## src/design/expander_pkg.sv

```systemverilog
// Shared types for the PCAL6416A expander subsystem
// Bus command and response structs, register opcodes and FSM state encodings
`default_nettype none

package expander_pkg;

    // One bus transaction, either write-only or read-only
    typedef struct packed {
        logic [6:0]      dev_addr;
        logic [1:0]      num_wr;   // 0 to 3 bytes
        logic [1:0]      num_rd;   // 0 to 2 bytes
        logic [2:0][7:0] wr_data;  // Byte 0 goes out first
    } i2c_cmd_t;

    typedef struct packed {
        logic [1:0][7:0] rd_data;  // Byte 0 arrived first
    } i2c_rsp_t;

    // Expander register pointers
    typedef enum logic [7:0] {
        REG_INPUT0  = 8'h00,
        REG_OUTPUT0 = 8'h02,
        REG_CONFIG0 = 8'h06
    } pcal_reg_t;

    typedef enum logic [3:0] {
        ST_UNINITED,
        ST_INIT_WR,
        ST_INIT_WAIT,
        ST_IDLE,
        ST_UPDATE,
        ST_WRITE,
        ST_WRITE_WAIT,
        ST_PTR,
        ST_PTR_WAIT,
        ST_READ,
        ST_READ_WAIT
    } ctrl_state_t;

    typedef enum logic [2:0] {
        MS_IDLE,
        MS_START,
        MS_BIT,
        MS_ACK,
        MS_STOP,
        MS_DONE
    } i2c_state_t;

endpackage

`default_nettype wire
```

## src/design/expander_top.sv

```systemverilog
// PCAL6416A expander subsystem top level
// scl_oe and sda_oe pull the bus lines low, sda_in is the resolved SDA level
`default_nettype none

module expander_top
    import expander_pkg::*;
#(
    parameter int SCL_HALF    = 4,
    parameter int POLL_PERIOD = 256
) (
    input  logic        clk,
    input  logic        reset,
    input  logic        enable,
    input  logic [6:0]  dev_addr,   // Board strap
    input  logic [15:0] dir_mask,
    input  logic [15:0] out_value,
    input  logic        irq_n,
    output logic [15:0] in_value,
    output logic        in_valid,
    output logic        busy,
    output logic        scl_oe,
    output logic        sda_oe,
    input  logic        sda_in
);

    logic     init_req;
    logic     update_req;
    logic     irq;
    logic     i2c_start;
    logic     i2c_done;
    i2c_cmd_t cmd;
    i2c_rsp_t rsp;

    poll_scheduler #(
        .POLL_PERIOD(POLL_PERIOD)
    ) poll_scheduler_i (
        .clk       (clk),
        .reset     (reset),
        .enable    (enable),
        .irq_n     (irq_n),
        .init_req  (init_req),
        .update_req(update_req),
        .irq       (irq)
    );

    pcal6416a_ctrl pcal6416a_ctrl_i (
        .clk       (clk),
        .reset     (reset),
        .enable    (enable),
        .init_req  (init_req),
        .update_req(update_req),
        .irq       (irq),
        .dev_addr  (dev_addr),
        .dir_mask  (dir_mask),
        .out_value (out_value),
        .in_value  (in_value),
        .in_valid  (in_valid),
        .busy      (busy),
        .cmd       (cmd),
        .i2c_start (i2c_start),
        .i2c_done  (i2c_done),
        .rsp       (rsp)
    );

    i2c_byte_master #(
        .SCL_HALF(SCL_HALF)
    ) i2c_byte_master_i (
        .clk      (clk),
        .reset    (reset),
        .i2c_start(i2c_start),
        .cmd      (cmd),
        .i2c_done (i2c_done),
        .rsp      (rsp),
        .scl_oe   (scl_oe),
        .sda_oe   (sda_oe),
        .sda_in   (sda_in)
    );

endmodule

`default_nettype wire

```

## src/design/poll_scheduler.sv

```systemverilog
// Request generator for the expander controller
// One init request after reset, then an update request every POLL_PERIOD enabled cycles
`default_nettype none

module poll_scheduler #(
    parameter int POLL_PERIOD = 256
) (
    input  logic clk,
    input  logic reset,
    input  logic enable,
    input  logic irq_n,
    output logic init_req,
    output logic update_req,
    output logic irq
);

    localparam int CW = $clog2(POLL_PERIOD);

    logic          init_done;
    logic [CW-1:0] period_cnt;
    logic          irq_meta;

    always_ff @(posedge clk) begin
        if (reset) begin
            init_done  <= 1'b0;
            init_req   <= 1'b0;
            update_req <= 1'b0;
            period_cnt <= '0;
        end else begin
            init_req   <= 1'b0;
            update_req <= 1'b0;
            if (enable) begin
                if (!init_done) begin
                    init_req  <= 1'b1;
                    init_done <= 1'b1;
                end
                if (period_cnt == CW'(POLL_PERIOD - 1)) begin
                    period_cnt <= '0;
                    update_req <= 1'b1;
                end else begin
                    period_cnt <= period_cnt + 1'b1;
                end
            end
        end
    end

    // irq_n is asynchronous to clk
    always_ff @(posedge clk) begin
        if (reset) begin
            irq_meta <= 1'b0;
            irq      <= 1'b0;
        end else begin
            irq_meta <= ~irq_n;
            irq      <= irq_meta;
        end
    end

endmodule

`default_nettype wire

```

## src/design/pcal6416a_ctrl.sv

```systemverilog
// PCAL6416A expander controller
// init_req writes the config registers, update_req rewrites the output port when
// out_value changed and reads the input port when irq is set
`default_nettype none

module pcal6416a_ctrl
    import expander_pkg::*;
(
    input  logic        clk,
    input  logic        reset,
    input  logic        enable,
    input  logic        init_req,
    input  logic        update_req,
    input  logic        irq,
    input  logic [6:0]  dev_addr,
    input  logic [15:0] dir_mask,    // 1 marks an input pin
    input  logic [15:0] out_value,
    output logic [15:0] in_value,
    output logic        in_valid,
    output logic        busy,
    output i2c_cmd_t    cmd,
    output logic        i2c_start,
    input  logic        i2c_done,
    input  i2c_rsp_t    rsp
);

    ctrl_state_t state;

    logic [15:0] last_out;  // Value in the expander output port
    logic        do_read;
    logic        do_write;
    logic        done_pend; // Done seen while disabled
    logic        done_seen;

    assign done_seen = i2c_done || done_pend;
    assign busy      = (state != ST_IDLE);

    always_ff @(posedge clk) begin
        if (reset) begin
            state     <= ST_UNINITED;
            last_out  <= ~out_value;  // Forces the first write
            do_read   <= 1'b0;
            do_write  <= 1'b0;
            done_pend <= 1'b0;
            i2c_start <= 1'b0;
            in_valid  <= 1'b0;
        end else begin
            i2c_start <= 1'b0;
            in_valid  <= 1'b0;
            done_pend <= done_seen && !enable;

            if (enable) begin
                case (state)
                    ST_UNINITED: begin
                        if (init_req) begin
                            state <= ST_INIT_WR;
                        end
                    end
                    ST_INIT_WR: begin
                        i2c_start <= 1'b1;
                        state     <= ST_INIT_WAIT;
                    end
                    ST_INIT_WAIT: begin
                        if (done_seen) begin
                            do_read  <= 1'b1;
                            do_write <= 1'b1;
                            state    <= ST_UPDATE;
                        end
                    end
                    ST_IDLE: begin
                        if (update_req) begin
                            do_write <= (out_value != last_out);
                            do_read  <= irq;
                            state    <= ST_UPDATE;
                        end
                    end
                    ST_UPDATE: begin
                        if (do_read) begin
                            state <= ST_PTR;
                        end else if (do_write) begin
                            state <= ST_WRITE;
                        end else begin
                            state <= ST_IDLE;
                        end
                    end
                    ST_WRITE: begin
                        last_out  <= out_value;
                        i2c_start <= 1'b1;
                        state     <= ST_WRITE_WAIT;
                    end
                    ST_WRITE_WAIT: begin
                        if (done_seen) begin
                            do_write <= 1'b0;
                            state    <= ST_UPDATE;
                        end
                    end
                    ST_PTR: begin
                        i2c_start <= 1'b1;
                        state     <= ST_PTR_WAIT;
                    end
                    ST_PTR_WAIT: begin
                        if (done_seen) begin
                            state <= ST_READ;
                        end
                    end
                    ST_READ: begin
                        i2c_start <= 1'b1;
                        state     <= ST_READ_WAIT;
                    end
                    ST_READ_WAIT: begin
                        if (done_seen) begin
                            do_read  <= 1'b0;
                            in_valid <= 1'b1;
                            state    <= ST_UPDATE;
                        end
                    end
                    default: state <= ST_UNINITED;
                endcase
            end
        end
    end

    // Command and read data registers
    always_ff @(posedge clk) begin
        if (enable) begin
            case (state)
                ST_INIT_WR: cmd <= '{dev_addr: dev_addr, num_wr: 2'd3, num_rd: 2'd0,
                                     wr_data: {dir_mask[15:8], dir_mask[7:0], REG_CONFIG0}};
                ST_WRITE:   cmd <= '{dev_addr: dev_addr, num_wr: 2'd3, num_rd: 2'd0,
                                     wr_data: {out_value[15:8], out_value[7:0], REG_OUTPUT0}};
                ST_PTR:     cmd <= '{dev_addr: dev_addr, num_wr: 2'd1, num_rd: 2'd0,
                                     wr_data: {8'h00, 8'h00, REG_INPUT0}};
                ST_READ:    cmd <= '{dev_addr: dev_addr, num_wr: 2'd0, num_rd: 2'd2,
                                     wr_data: '0};
                ST_READ_WAIT: begin
                    if (done_seen) begin
                        in_value <= {rsp.rd_data[1], rsp.rd_data[0]};  // Port 1 is the high byte
                    end
                end
                default: begin
                end
            endcase
        end
    end

endmodule

`default_nettype wire

```

## src/design/i2c_byte_master.sv

```systemverilog
// Open-drain I2C master for one transaction of an address byte plus up to three bytes
// Pulse i2c_start with cmd valid; i2c_done pulses when the stop condition is on the bus
// SCL_HALF is the number of clk cycles per SCL half period and must be 2 or more
`default_nettype none

module i2c_byte_master
    import expander_pkg::*;
#(
    parameter int SCL_HALF = 4
) (
    input  logic     clk,
    input  logic     reset,
    input  logic     i2c_start,
    input  i2c_cmd_t cmd,
    output logic     i2c_done,
    output i2c_rsp_t rsp,
    output logic     scl_oe,
    output logic     sda_oe,
    input  logic     sda_in
);

    localparam int CW = $clog2(SCL_HALF + 1);

    i2c_state_t state;
    i2c_cmd_t   cmd_q;

    logic [CW-1:0] tick_cnt;
    logic          tick;
    logic [1:0]    phase;     // Half period index within a state
    logic          last_half;
    logic          step;

    logic [7:0] shreg;
    logic [2:0] bit_cnt;
    logic [1:0] data_idx;
    logic [1:0] next_idx;
    logic [1:0] n_data;
    logic       addr_byte;
    logic       is_read;
    logic       rd_byte;
    logic       more_bytes;

    logic scl_drive;
    logic sda_drive;
    logic sda_q;

    assign tick      = (tick_cnt == CW'(SCL_HALF - 1));
    assign last_half = (state == MS_START) ? (phase == 2'd3) : (phase == 2'd1);
    assign step      = tick && last_half;

    assign rd_byte    = is_read && !addr_byte;
    assign more_bytes = addr_byte ? (n_data != 2'd0) : (data_idx + 2'd1 != n_data);
    assign next_idx   = addr_byte ? 2'd0 : data_idx + 2'd1;

    assign i2c_done = (state == MS_DONE);

    // Line levels for the current half period, 1 pulls the line low
    always_comb begin
        scl_drive = 1'b0;
        sda_drive = 1'b0;
        case (state)
            MS_START: begin
                scl_drive = phase[1];
                sda_drive = (phase != 2'd0);  // SDA falls while SCL is high
            end
            MS_BIT: begin
                scl_drive = !phase[0];
                sda_drive = !rd_byte && !shreg[7];
            end
            MS_ACK: begin
                scl_drive = !phase[0];
                sda_drive = rd_byte && more_bytes;  // NACK on last read byte
            end
            MS_STOP: begin
                scl_drive = !phase[0];
                sda_drive = 1'b1;  // Released in MS_DONE, after SCL is up
            end
            default: begin
            end
        endcase
    end

    always_ff @(posedge clk) begin
        if (reset) begin
            state    <= MS_IDLE;
            tick_cnt <= '0;
            phase    <= 2'd0;
            scl_oe   <= 1'b0;
            sda_q    <= 1'b0;
            sda_oe   <= 1'b0;
        end else begin
            // SDA trails SCL by one clk for hold time on the bus
            scl_oe <= scl_drive;
            sda_q  <= sda_drive;
            sda_oe <= sda_q;

            if (state == MS_IDLE || state == MS_DONE || tick) begin
                tick_cnt <= '0;
            end else begin
                tick_cnt <= tick_cnt + 1'b1;
            end

            if (tick) begin
                phase <= last_half ? 2'd0 : phase + 2'd1;
            end

            case (state)
                MS_IDLE: begin
                    if (i2c_start) begin
                        state <= MS_START;
                    end
                end
                MS_START: begin
                    if (step) begin
                        state <= MS_BIT;
                    end
                end
                MS_BIT: begin
                    if (step && bit_cnt == 3'd7) begin
                        state <= MS_ACK;
                    end
                end
                MS_ACK: begin
                    if (step) begin
                        state <= more_bytes ? MS_BIT : MS_STOP;
                    end
                end
                MS_STOP: begin
                    if (step) begin
                        state <= MS_DONE;
                    end
                end
                default: state <= MS_IDLE;  // MS_DONE lasts one cycle
            endcase
        end
    end

    // Byte datapath, loaded on every start
    always_ff @(posedge clk) begin
        if (state == MS_IDLE && i2c_start) begin
            cmd_q     <= cmd;
            is_read   <= (cmd.num_rd != 2'd0);
            n_data    <= (cmd.num_rd != 2'd0) ? cmd.num_rd : cmd.num_wr;
            shreg     <= {cmd.dev_addr, cmd.num_rd != 2'd0};  // R/W bit
            addr_byte <= 1'b1;
            bit_cnt   <= 3'd0;
            data_idx  <= 2'd0;
        end else if (step) begin
            case (state)
                MS_BIT: begin
                    shreg   <= {shreg[6:0], sda_in};  // Sampled at end of SCL high
                    bit_cnt <= bit_cnt + 3'd1;
                end
                MS_ACK: begin
                    if (rd_byte) begin
                        rsp.rd_data[data_idx[0]] <= shreg;
                    end
                    if (more_bytes) begin
                        shreg <= cmd_q.wr_data[next_idx];
                    end
                    data_idx  <= next_idx;
                    addr_byte <= 1'b0;
                end
                default: begin
                end
            endcase
        end
    end

endmodule

`default_nettype wire

```

## config.mk

```make
export PLATFORM = sky130hd
export DESIGN_NAME = expander_top
export DESIGN_NICKNAME = d
export VERILOG_FILES = /design/src/design/expander_pkg.sv /design/src/design/expander_top.sv /design/src/design/poll_scheduler.sv /design/src/design/pcal6416a_ctrl.sv /design/src/design/i2c_byte_master.sv
export SDC_FILE = /design/constraint.sdc
export NUM_CORES = 1
export LEC_CHECK = 0
export BUFFER_PORTS_ARGS = -buffer_cell sky130_fd_sc_hd__buf_2
export CAP_MARGIN = 20
export CELL_PAD_IN_SITES_DETAIL_PLACEMENT = 1
export CELL_PAD_IN_SITES_GLOBAL_PLACEMENT = 2
export CORE_ASPECT_RATIO = 2
export CORE_MARGIN = 1
export CORE_UTILIZATION = 37
export DETAILED_ROUTE_END_ITERATION = 10
export PLACE_DENSITY_LB_ADDON = 0.1
export SLEW_MARGIN = 20
export SYNTH_ARGS = -nofsm -noshare
export SYNTH_HDL_FRONTEND = slang
export SYNTH_HIERARCHICAL = 1
export SYNTH_SLANG_ARGS = --single-unit
```

## constraint.sdc

```tcl
create_clock -name clk -period 2.55 [get_ports clk]
set_input_delay 0.51 -clock clk [delete_from_list [all_inputs] [get_ports clk]]
set_output_delay 0.51 -clock clk [all_outputs]
set_load 0.03 [all_outputs]
```

=== Word-level counts from Yosys, hierarchy flattened ===
Index checks and enable logic that the tools add are counted.

* Add/sub/neg operators: 5
* Order comparisons: 3
* Eq/ne operators: 36
* Muxes and demuxes: 45
* Bitwise gates (word level): 5
* Reductions and logical operators: 45

{| class="wikitable"
|+ Operators with widths
! cell !! count
|-
| case mux 35 bit (4 select lines) || 1
|-
| 2-to-1 mux 16 bit || 3
|-
| 2-to-1 mux 8 bit || 6
|-
| case mux 4 bit (9 select lines) || 1
|-
| 2-to-1 mux 3 bit || 7
|-
| 2-to-1 mux 4 bit || 5
|-
| AND reduction 5 bit || 4
|-
| != test 2 x 1 -> 1 bit, second input constant || 9
|-
| binary-select mux 8 bit (select 2 bit) || 1
|-
| bitwise mux 16 bit || 1
|-
| == test 4 x 3 -> 1 bit, second input constant || 4
|-
| != test 16 bit || 1
|-
| NOT 16 bit || 1
|-
| case mux 8 bit (2 select lines) || 1
|-
| case mux 3 bit (5 select lines) || 1
|-
| == test 4 bit, second input constant || 3
|-
| nonzero test 2 bit || 6
|-
| 2-to-1 mux 1 bit || 10
|-
| == test 3 x 2 -> 1 bit, second input constant || 3
|-
| == test 3 bit, second input constant || 3
|-
| nonzero test 3 bit || 3
|-
| OR reduction 3 bit || 3
|-
| adder 8 x 1 -> 8 bit, second input constant || 1
|-
| demux 8 bit (select 1 bit) || 1
|-
| other kinds (31) || 60
|}

* Register bits after elaboration: 157
* Input bits: 44

=== Depth between registers and ports, before layout ===
Gate-level depths: netlist of the first run.

* Word-level depth: 8
* Depth in mapped cells: 9

=== By module ===
The synthesis of the first run kept the hierarchy.

{| class="wikitable"
|+ By module, submodules not included
! module !! times used !! cells an instance !! area each (um^2) !! sequential area each (um^2)
|-
| pcal6416a_ctrl || 1 || 232 || 3088.0 || 1951.9
|-
| i2c_byte_master || 1 || 223 || 2844.0 || 1871.8
|-
| poll_scheduler || 1 || 52 || 499.2 || 260.2
|}

=== Least setup slack after synthesis of the first run ===
No wires, ideal clock.

* Path type: reg-to-reg
* Start point: reg i2c_byte_master_i.state[0]
* End point: reg, netlist name i2c_byte_master_i/rsp[0]
* Library setup time: 0.395 ns
* Data arrival time: 2.201 ns
* Required time: 2.155 ns
* Slack: -0.045 ns
* Stages on the path, launching flop included: 9
* Period minus slack after synthesis: 2.595 ns
* Path through: dfxtp_1 -> buf_6 -> inv_1 -> nor3_1 -> ha_1 -> and3b_1 -> buf_6 -> nand2_1 -> nor4_1

* Cells in the longest elaborated chain, start to end: 4
* Elaborated cells on any way between the ends: 8

{| class="wikitable"
|+ Ends and longest elaborated chain
! element !! RTL line !! text
|-
| start, declared || i2c_byte_master.sv:24 || <nowiki>i2c_state_t state;</nowiki>
|-
| start signal, assigned || i2c_byte_master.sv:125 || <nowiki>state <= more_bytes ? MS_BIT : MS_STOP;</nowiki>
|-
| == test 3 x 1 -> 1 bit or logical NOT 3 bit (tied branches) || i2c_byte_master.sv:48, i2c_byte_master.sv:140 ||
|-
| 2-to-1 mux 1 bit or logical AND 1 bit (tied branches) || i2c_byte_master.sv:48, i2c_byte_master.sv:140 ||
|-
| logical AND 1 bit or NOT 1 bit (tied branches) || - ||
|-
| AND reduction 4 bit (no source line) (*) || - ||
|}

Mark *: on every way between the ends. The rest lies on a longest branch, timed or not.
A chain may end at the register's enable or synchronous reset.

=== Final worst setup path of the first run ===
* Start point: reg i2c_byte_master_i.state[1]
* End point: reg i2c_byte_master_i.shreg[3] (enable)

* Cells in the longest elaborated chain, start to end: 5
* Elaborated cells on any way between the ends: 11

{| class="wikitable"
|+ Ends and longest elaborated chain
! element !! RTL line !! text
|-
| == test 3 x 1 -> 1 bit || i2c_byte_master.sv:48 || <nowiki>assign last_half = (state == MS_START) ? (phase == 2'd3) : (phase == 2'd1);</nowiki>
|-
| 2-to-1 mux 1 bit || i2c_byte_master.sv:48 ||
|-
| logical AND 1 bit || i2c_byte_master.sv:49 || <nowiki>assign step = tick && last_half;</nowiki>
|-
| nonzero test 2 bit (no source line) || - ||
|-
| AND reduction 3 bit (no source line) (*) || - ||
|-
| end signal, assigned || i2c_byte_master.sv:144 || <nowiki>shreg <= {cmd.dev_addr, cmd.num_rd != 2'd0};</nowiki>
|-
| end signal, assigned || i2c_byte_master.sv:151 || <nowiki>shreg <= {shreg[6:0], sda_in};</nowiki>
|-
| end signal, assigned || i2c_byte_master.sv:159 || <nowiki>shreg <= cmd_q.wr_data[next_idx];</nowiki>
|-
| end, declared || i2c_byte_master.sv:33 || <nowiki>logic [7:0] shreg;</nowiki>
|}

Marks and branches as above.

==> results of run 1 <==
==> sequential cells by signal, summed over array words and instances, names as in the netlist, 3 cells and up <==
signal and cells:
i2c_byte_master_i/cmd_q 24, i2c_byte_master_i/shreg 8, poll_scheduler_i/period_cnt 8, pcal6416a_ctrl_i/cmd 27, pcal6416a_ctrl_i/last_out 16, i2c_byte_master_i/rsp 16, i2c_byte_master_i/state 3, pcal6416a_ctrl_i/in_value 16
pcal6416a_ctrl_i/state 4, i2c_byte_master_i/tick_cnt 3, i2c_byte_master_i/bit_cnt 3
==> Yosys cell counts, types with 4 or more instances <==
cell	count	area share (%)
edfxtp_1	110	51
nand2_1	58	3.4
nor2_1	41	2.4
dfxtp_1	39	12
xor2_1	20	2.7
xnor2_1	18	2.5
mux2i_1	15	2.3
o21ai_0	15	1.2
inv_1	13	0.76
a21oi_1	12	0.93
buf_4	11	1.3
buf_6	11	1.9
a211oi_1	9	1.1
nor3_1	9	0.70
o21ai_2	9	1.2
nand4_1	8	0.78
o31ai_1	8	0.93
buf_2	7	0.54
ha_1	7	1.4
nand3_1	7	0.54
nand2b_1	6	0.58
or3_1	5	0.49
clkbuf_1	4	0.23
nand3b_1	4	0.47
nor2b_1	4	0.39
==> report_power, final <==
| group | total, W | switching [W] | internal [W] | leakage [nW] |
|---|---|---|---|---|
| Clock | 0.00262 | 0.000955 | 0.00167 | 0.304 |
| Combinational | 0.000273 | 0.000156 | 0.000117 | 1.11 |
| Sequential | 0.00269 | 0.0000360 | 0.00265 | 1.31 |
==> stage by stage <==
| stage | hold slack (ns) | std cells | power, W | setup slack (ns) |
|---|---|---|---|---|
| 2_1_floorplan | 0.399 | 513 | 0.00292 | 0.176 |
| 3_3_place_gp | 0.401 | 770 | 0.00301 | 0.396 |
| 3_5_place_dp | 0.406 | 770 | 0.00302 | 0.326 |
| 4_1_cts | 0.216 | 802 | 0.00566 | 0.300 |
| 5_1_grt | 0.228 | 802 | 0.00578 | 0.162 |
| 6_report | 0.236 | 802 | 0.00558 | 0.283 |
==> cells by family after synthesis <==
group	after synthesis	share of synthesized area [%]
flops	149	63.5
xor+xnor	38	5.18
mux	15	2.33
fa+ha+maj	7	1.36
buf+inv	48	4.86
simple gates	168	13.4
other cells	1	0.0583
compound gates	81	9.28
==> worst max-delay path: stages, from the launching register on <==
cell,delay (ns)
dfxtp_1,0.62
nor3_1,0.11
ha_1,0.29
and3b_1,0.30
nand2_1,0.19
o211ai_1,0.25
buf_4,0.21
==> area by class of cell <==
cell class	count	area share [%]
Inverter	15	0.743
Timing Repair Buffer	83	6.47
Tap cell	207	3.42
Clock buffer	20	5.89
Sequential cell	149	53.9
Clock inverter	12	2.34
Multi-Input combinational cell	316	27.3
==> routing by layer <==
metal  up-vias  share of wire (%)
li1       1975                  -
met1      1939                 34
met2        78                 60
met3        25                2.6
met4         0                2.9
met5         -                  0
==> worst min path at each step <==
stage | cells after the start | end | slack, ns | from
after floorplan | 1 | poll_scheduler_i/init_req$_SDFF_PP0_ | 0.40 | poll_scheduler_i/init_done$_SDFFE_PP0P_
after global placement | 0 | i2c_byte_master_i/cmd_q[11]$_DFFE_PP_ | 0.40 | pcal6416a_ctrl_i/cmd[11]$_DFFE_PP_
after detailed placement | 0 | i2c_byte_master_i/cmd_q[23]$_DFFE_PP_ | 0.41 | pcal6416a_ctrl_i/cmd[23]$_DFFE_PP_
after CTS | 2 | poll_scheduler_i/irq_meta$_SDFF_PP0_ | 0.22 | irq_n
after global routing | 2 | poll_scheduler_i/irq_meta$_SDFF_PP0_ | 0.23 | irq_n
final | 2 | poll_scheduler_i/irq_meta$_SDFF_PP0_ | 0.24 | irq_n
==> impl_metrics.ini, run 1 <==
[drt]
first_iter_violations = 100
ant_nets = 0
vias = 4017
remaining_drc_errors = 0
drt-total-wl_mm = 13.7
avgRoutedWirePerCell_um = 17.1
first_pass_iters = 4
drt-vias-per-instance = 5.01

[cells_and_area]
nets = 633
multi_input_area_sq_mm = 0.00207
design_area_sq_mm = 0.00758
mostFrequentLayoutCell = edfxtp_1
finish.utilization_pct = 45.0
area_delta_synth_final_pct = 17.9
regArea_sq_mm = 0.00408
mostFrequentLayoutCells = edfxtp_1, buf_2, nand2_1
drive_gt1_share_pct = 23.4
nFillCells = 1771
diodes = 0

[clock_network]
cts_setup_buffers = 0
cts-root-buf = clkbuf_16
clockBufferDepth = 2
post_cts_resized = 0
clk_latency_ns = 0.42
ctsHoldBuffers = 0
cts.sink_count = 149
htreeDepth = 4
tritoncts = yes
cts_buffers = 17
clk_pin_slew_ns = 0.06

[critical_path]
r2r-start = i2c_byte_master_i/state[1]$_SDFFE_PP0P_
cp.required_ns = 2.67
crit_type = register to register
startpoint_type = register
r2r_cells = 6
crit_start = i2c_byte_master_i/state[1]$_SDFFE_PP0P_
arrival_ns = 2.39
crit_end = i2c_byte_master_i/shreg[3]$_DFFE_PP_
critPathMaxFanout = 15
rrSetupSlack_ns = 0.28
cp-end-kind = register
worstReg2RegEnd = i2c_byte_master_i/shreg[3]$_DFFE_PP_

[floorplan]
initial_core_util_pct = 38.2
core.rowCount = 67
die_height_um = 188
die_width_um = 95.2
die_area_sq_mm = 0.0179
core_sq_mm = 0.0168
ioPinCount = 64

[timing]
rsz0062_at_grt = no
maxSlewHeadroom_pct = 61.0
hold_violations = 0
clock_skew_ns = 0.00889
slew_viol_final = 0
finalSetupViolCount = 0
tightest_slew_ns = 0.585
tns_ns = 0
finalCritPeriodShare_pct = 88.9
max_freq_mhz = 441
post-route-min-period_ns = 2.27

[power_and_ir_drop]
vdd_drop_max_mv = 0.446
power.density_mw_per_mm2 = 737
p_leak_nw = 2.73

[grt]
grt_pass1_vias = 4262
grt_use_met1_pct = 15.4
overflow = 0
grt_max_degree = 44
grt_pass1_wl_mm = 21.9
grt_use_met2_pct = 32.4
antenna_found_initial = 0
busiest_layer = met2
grt_usage_pct = 16.6
grtUsageMet3_pct = 3.63

[logic_synthesis]
ys.warnings.count = 6
synth_seq_cells = 149
synth_ff_type = edfxtp_1
synth_cells = 507
post_synth_num_cell_types = 65
synth.avg_cell_area_sq_um = 12.7
syn-cell-area_sq_mm = 0.00643
synth_edf_count = 110
synthArstFlopShare_pct = 0
ys_seq_area_share_pct = 63.5

[hold_path]
holdCritPathClass = input port to register

[flow_run]
max_cap_viol_count = 0

[placement]
placed_area_sq_mm = 0.00696
place_congestion = 0.782
hpwl_mm = 10.4
portBuffers = 63

[status]
status = completed
No activity file was read; power rests on OpenSTA's default activity.
==> run 2, diff against run 1 <==
- CORE_UTILIZATION: 37 -> 41
- clock period: 2.55 -> 2.24 ns (I/O delays scaled with it)
==> impl_metrics.ini, run 2 (synthesis results as in run 1) <==
[cells_and_area]
largest_register_ffs = 27
mostFrequentLayoutCell = edfxtp_1
regMostFlops = pcal6416a_ctrl_i/cmd
diodes = 0
area_delta_synth_final_pct = 18.0
biggestRegsByFlops = pcal6416a_ctrl_i/cmd: 27 flops, i2c_byte_master_i/cmd_q: 24 flops
nFillCells = 1609
mostFrequentLayoutCells = edfxtp_1, buf_2, nand2_1
drive_gt1_share_pct = 24.1
nets = 636

[clock_network]
tritoncts = yes
cts_setup_buffers = 0
clk_latency_ns = 0.42
clockBufferDepth = 2
cts.sink_count = 149
htreeDepth = 4
cts_buffers = 17
clk_pin_slew_ns = 0.06
ctsHoldBuffers = 0
cts-root-buf = clkbuf_16
post_cts_resized = 0

[timing]
max_freq_mhz = 472
finalSetupViolCount = 0
hold_violations = 0
tightest_slew_ns = 0.575
post-route-min-period_ns = 2.12
finalCritPeriodShare_pct = 94.5
tns_ns = 0
rsz0062_at_grt = no
maxSlewHeadroom_pct = 61.6
clock_skew_ns = 0.00782
slew_viol_final = 0

[drt]
vias = 3997
first_iter_violations = 102
first_pass_iters = 4
ant_nets = 0
avgRoutedWirePerCell_um = 16.7
drt-vias-per-instance = 5.02
remaining_drc_errors = 0
drt-total-wl_mm = 13.3

[hold_path]
min_from = irq_n
hold_path_depth = 2
holdCritPathClass = input port to register
hold_path_end = poll_scheduler_i/irq_meta$_SDFF_PP0_

[floorplan]
initial_core_util_pct = 42.0
die_height_um = 179
die_area_sq_mm = 0.0162
ioPinCount = 64
die_width_um = 90.6
core_sq_mm = 0.0153
core.rowCount = 64

[critical_path]
worstReg2RegEnd = i2c_byte_master_i/shreg[2]$_DFFE_PP_
cp.required_ns = 1.79
rrSetupSlack_ns = 0.20
critPathMaxFanout = 17
cp-end-kind = output pin
startpoint_type = register
r2r_cells = 7
r2r-start = i2c_byte_master_i/state[0]$_SDFFE_PP0P_
crit_type = register to output pin
arrival_ns = 1.67

[status]
status = completed

[power_and_ir_drop]
p_leak_nw = 2.73
vdd_drop_max_mv = 0.520
p_total_w = 0.00628
power.density_mw_per_mm2 = 827

[grt]
grt_pass1_wl_mm = 21.5
overflow = 0
grt_max_degree = 38
grt_usage_pct = 17.8
antenna_found_initial = 0
grt_pass1_vias = 4342

[placement]
portBuffers = 63
hpwl_mm = 9.60
place_congestion = 0.789

[flow_run]
max_cap_viol_count = 0
run 2: cell types whose count changed in the layout (fill, tap and decap cells not counted), sizes merged:
cell / delta
buf: +3
bufinv: -1
clkbuf: -2
clkinv: -4
clkinvlp: +3
inv: +4
run 2: worst max path at each step:
stage                                                       start                                    to  slack, ns  cells past startpoint
final                      pcal6416a_ctrl_i/state[2]$_SDFFE_PP0P_                                  busy       0.12                      2
after global routing       pcal6416a_ctrl_i/state[2]$_SDFFE_PP0P_                                  busy       0.02                      2
after CTS                  pcal6416a_ctrl_i/state[2]$_SDFFE_PP0P_                                  busy       0.10                      2
after detailed placement  i2c_byte_master_i/state[0]$_SDFFE_PP0P_  i2c_byte_master_i/shreg[3]$_DFFE_PP_       0.18                      7
after global placement    i2c_byte_master_i/state[0]$_SDFFE_PP0P_  i2c_byte_master_i/shreg[3]$_DFFE_PP_       0.27                      7
after floorplan           i2c_byte_master_i/state[0]$_SDFFE_PP0P_    i2c_byte_master_i/rsp[0]$_DFFE_PP_       0.02                      8
run 2: layer usage:
layer  GRT usage (%)  up-vias  wire length, um
li1                -     1977                -
met1            17.0     1931             4940
met2            35.0       70             7710
met3            3.44       19              331
met4            9.21        0              300
met5               0        -                0
run 2: area by class of cell:
cell class              count  area, sq um  area share [%]
well taps                 198          248            3.26
inverters                  15         56.3           0.742
flip-flops and latches    149         4080            53.8
clock inverters            14          173            2.28
clock buffers              18          429            5.66
multi-input cells         316         2070            27.3
repair buffers             86          526            6.92
run 2: per-stage QoR:
stage	area [sq um]	utilization [%]	std cells	worst slack, ns	hold slack, ns
final	7590	49.6	796	0.122	0.168
after global routing	7590	49.6	796	0.0183	0.169
after CTS	7590	49.6	796	0.103	0.149
after detailed placement	6990	45.7	764	0.180	0.406
after global placement	6990	45.7	764	0.275	0.401
after floorplan	6470	-	513	0.0169	0.399
run 2: report_power, final:
| part | leakage [nW] | internal, W | switching [W] | total (W) |
|---|---|---|---|---|
| logic | 1.13 | 0.000133 | 0.000173 | 0.000306 |
| clock network | 0.282 | 0.00176 | 0.00114 | 0.00291 |
| registers | 1.31 | 0.00302 | 0.0000460 | 0.00307 |
| total | 2.73 | 0.00492 | 0.00136 | 0.00628 |
run 2: worst max-delay path: stages, from the launching register on:
cell,delay [ns]
dfxtp_1,0.68
nand4bb_2,0.33
buf_2,0.23
==> run 3, diff against run 2 <==
==> constraint.sdc (replaced) <==
create_clock -name clk -period 2.24 [get_ports clk]
set_input_delay 0.224 -clock clk [delete_from_list [all_inputs] [get_ports clk]]
set_output_delay 0.224 -clock clk [all_outputs]
set_load 0.03 [all_outputs]
==> impl_metrics.ini, run 3 (synthesis results as in run 1) <==
[status]
status = completed

[critical_path]
cp.required_ns = 2.37
startpoint_type = register
crit_chain = inv_1 > nor3_1 > ha_1 > and3b_1 > nand2_2 > o211ai_1 > buf_4
rrSetupSlack_ns = 0.21
r2r-start = i2c_byte_master_i/state[0]$_SDFFE_PP0P_
cp-end-kind = register
crit_type = register to register
arrival_ns = 2.16
max_stage_delay_ns = 0.33
crit_end = i2c_byte_master_i/shreg[6]$_DFFE_PP_
critPathMaxFanout = 8
worstReg2RegEnd = i2c_byte_master_i/shreg[6]$_DFFE_PP_
r2r_cells = 7
crit_start = i2c_byte_master_i/state[0]$_SDFFE_PP0P_
cp_slowest_cell = dfxtp_1

[cells_and_area]
area_delta_synth_final_pct = 20.1
drive_gt1_share_pct = 23.2
diodes = 0
fin_cells = 802
largest_register_ffs = 27
regMostFlops = pcal6416a_ctrl_i/cmd
mostFrequentLayoutCell = edfxtp_1
nets = 642
regArea_sq_mm = 0.00408
biggestRegsByFlops = pcal6416a_ctrl_i/cmd: 27 flops, i2c_byte_master_i/cmd_q: 24 flops
nFillCells = 1612
mostFrequentLayoutCells = edfxtp_1, buf_2, nand2_1
multi_input_area_sq_mm = 0.00207

[grt]
overflow = 0
grt_pass1_wl_mm = 21.9
antenna_found_initial = 0
grt_max_degree = 38
busiest_layer = met2
grt_use_met2_pct = 34.8
grt_use_met1_pct = 17.4
grt_pass1_vias = 4377
grt_usage_pct = 18.0
grtUsageMet3_pct = 3.94

[power_and_ir_drop]
p_leak_nw = 2.79
seqPwrFrac_pct = 46.5
pwr-share-clk_pct = 48.6
p_comb_share_pct = 4.8
p_sw_w = 0.00134
p_sw_share_pct = 20.3
vdd_drop_max_mv = 0.525
intPower_w = 0.00525
power.density_mw_per_mm2 = 853

[timing]
rsz0062_at_grt = no
finalCritPeriodShare_pct = 90.6
maxSlewHeadroom_pct = 61.1
max_freq_mhz = 493
hold_violations = 0
post-route-min-period_ns = 2.03
tns_ns = 0
clock_skew_ns = 0.00903
tightest_slew_ns = 0.583
finalSetupViolCount = 0
slew_viol_final = 0

[clock_network]
cts.sink_count = 149
clockBufferDepth = 2
cts_setup_buffers = 0
cts-root-buf = clkbuf_16
clk_pin_slew_ns = 0.06
cts_buffers = 17
tritoncts = yes
htreeDepth = 4
clk_latency_ns = 0.42

[drt]
vias = 4070
drt-total-wl_mm = 13.5
first_iter_violations = 107
drt-vias-per-instance = 5.07
avgRoutedWirePerCell_um = 16.9
remaining_drc_errors = 0
first_pass_iters = 4
ant_nets = 0

[hold_path]
hold_path_depth = 2
holdCritPathClass = input port to register

[floorplan]
core_sq_mm = 0.0153
die_area_sq_mm = 0.0162
core.rowCount = 64
die_width_um = 90.6
ioPinCount = 64
initial_core_util_pct = 42.0
die_height_um = 179

[placement]
portBuffers = 63
dp_cells = 762
place_congestion = 0.764
hpwl_mm = 9.51

[flow_run]
max_cap_viol_count = 0
==> run 3: timing repair <==
action	in CTS	in global routing
hold buffers	8	0
setup endpoints to repair	0	0
gates resized for setup	0	0
hold endpoints to repair	8	0
==> run 3: worst min-delay path by stage <==
| stage | startpoint | endpoint | slack [ns] |
|---|---|---|---|
| 2_1_floorplan | irq_n | poll_scheduler_i/irq_meta$_SDFF_PP0_ | 0.29 |
| 3_3_place_gp | irq_n | poll_scheduler_i/irq_meta$_SDFF_PP0_ | 0.38 |
| 3_5_place_dp | irq_n | poll_scheduler_i/irq_meta$_SDFF_PP0_ | 0.38 |
| 4_1_cts | reset | i2c_byte_master_i/phase[0]$_SDFFE_PP0P_ | 0.12 |
| 5_1_grt | dir_mask[3] | pcal6416a_ctrl_i/cmd[11]$_DFFE_PP_ | 0.13 |
| 6_report | reset | i2c_byte_master_i/phase[0]$_SDFFE_PP0P_ | 0.13 |
==> run 3: final cells by class <==
cell class                 instances  area share [%]
clock buffer                      19            5.61
sequential                       149            52.9
multi-input combinational        316            26.8
clock inverter                    13            2.93
inverter                          15           0.729
tap                              198            3.21
timing repair buffer              92            7.81
==> run 3: layer usage <==
| metal | wire length, um | share of wire [%] | vias to the layer above |
|---|---|---|---|
| li1 | - | - | 1987 |
| met2 | 7720 | 57 | 83 |
| met5 | 0 | 0 | - |
| met3 | 399 | 2.9 | 27 |
| met4 | 390 | 2.9 | 0 |
| met1 | 5030 | 37 | 1973 |
==> run 3: metrics by stage <==
stage          total power (W)  hold slack [ns]  instance area [sq um]  setup WS (ns)  util, %
2_1_floorplan          0.00332            0.291                   6470         0.0169        -
3_3_place_gp           0.00342            0.376                   6980          0.288     45.7
3_5_place_dp           0.00343            0.381                   6980          0.187     45.7
4_1_cts                0.00666            0.117                   7720          0.185     50.5
5_1_grt                0.00680            0.130                   7720          0.107     50.5
6_report               0.00659            0.126                   7720          0.211     50.5
==> run 3: worst max-delay path: cells and delay by family (launching register included) <==
kind	cells	cell delay (ns)
buffers and inverters	2	0.27
and+or+nand+nor	3	0.65
adders and majority gates	1	0.25
DFF	1	0.33
AOI/OAI and AO/OA	1	0.24
==> run 3: power by group through the flow <==
| stage | Sequential [W] | Clock (W) | Combinational [W] |
|---|---|---|---|
| global route | 0.00307 | 0.00338 | 0.000354 |
| CTS | 0.00307 | 0.00327 | 0.000325 |
| detailed placement | 0.00312 | 0 | 0.000310 |
| finish | 0.00307 | 0.00321 | 0.000319 |
| global placement | 0.00312 | 0 | 0.000301 |
| floorplan | 0.00311 | 0 | 0.000210 |
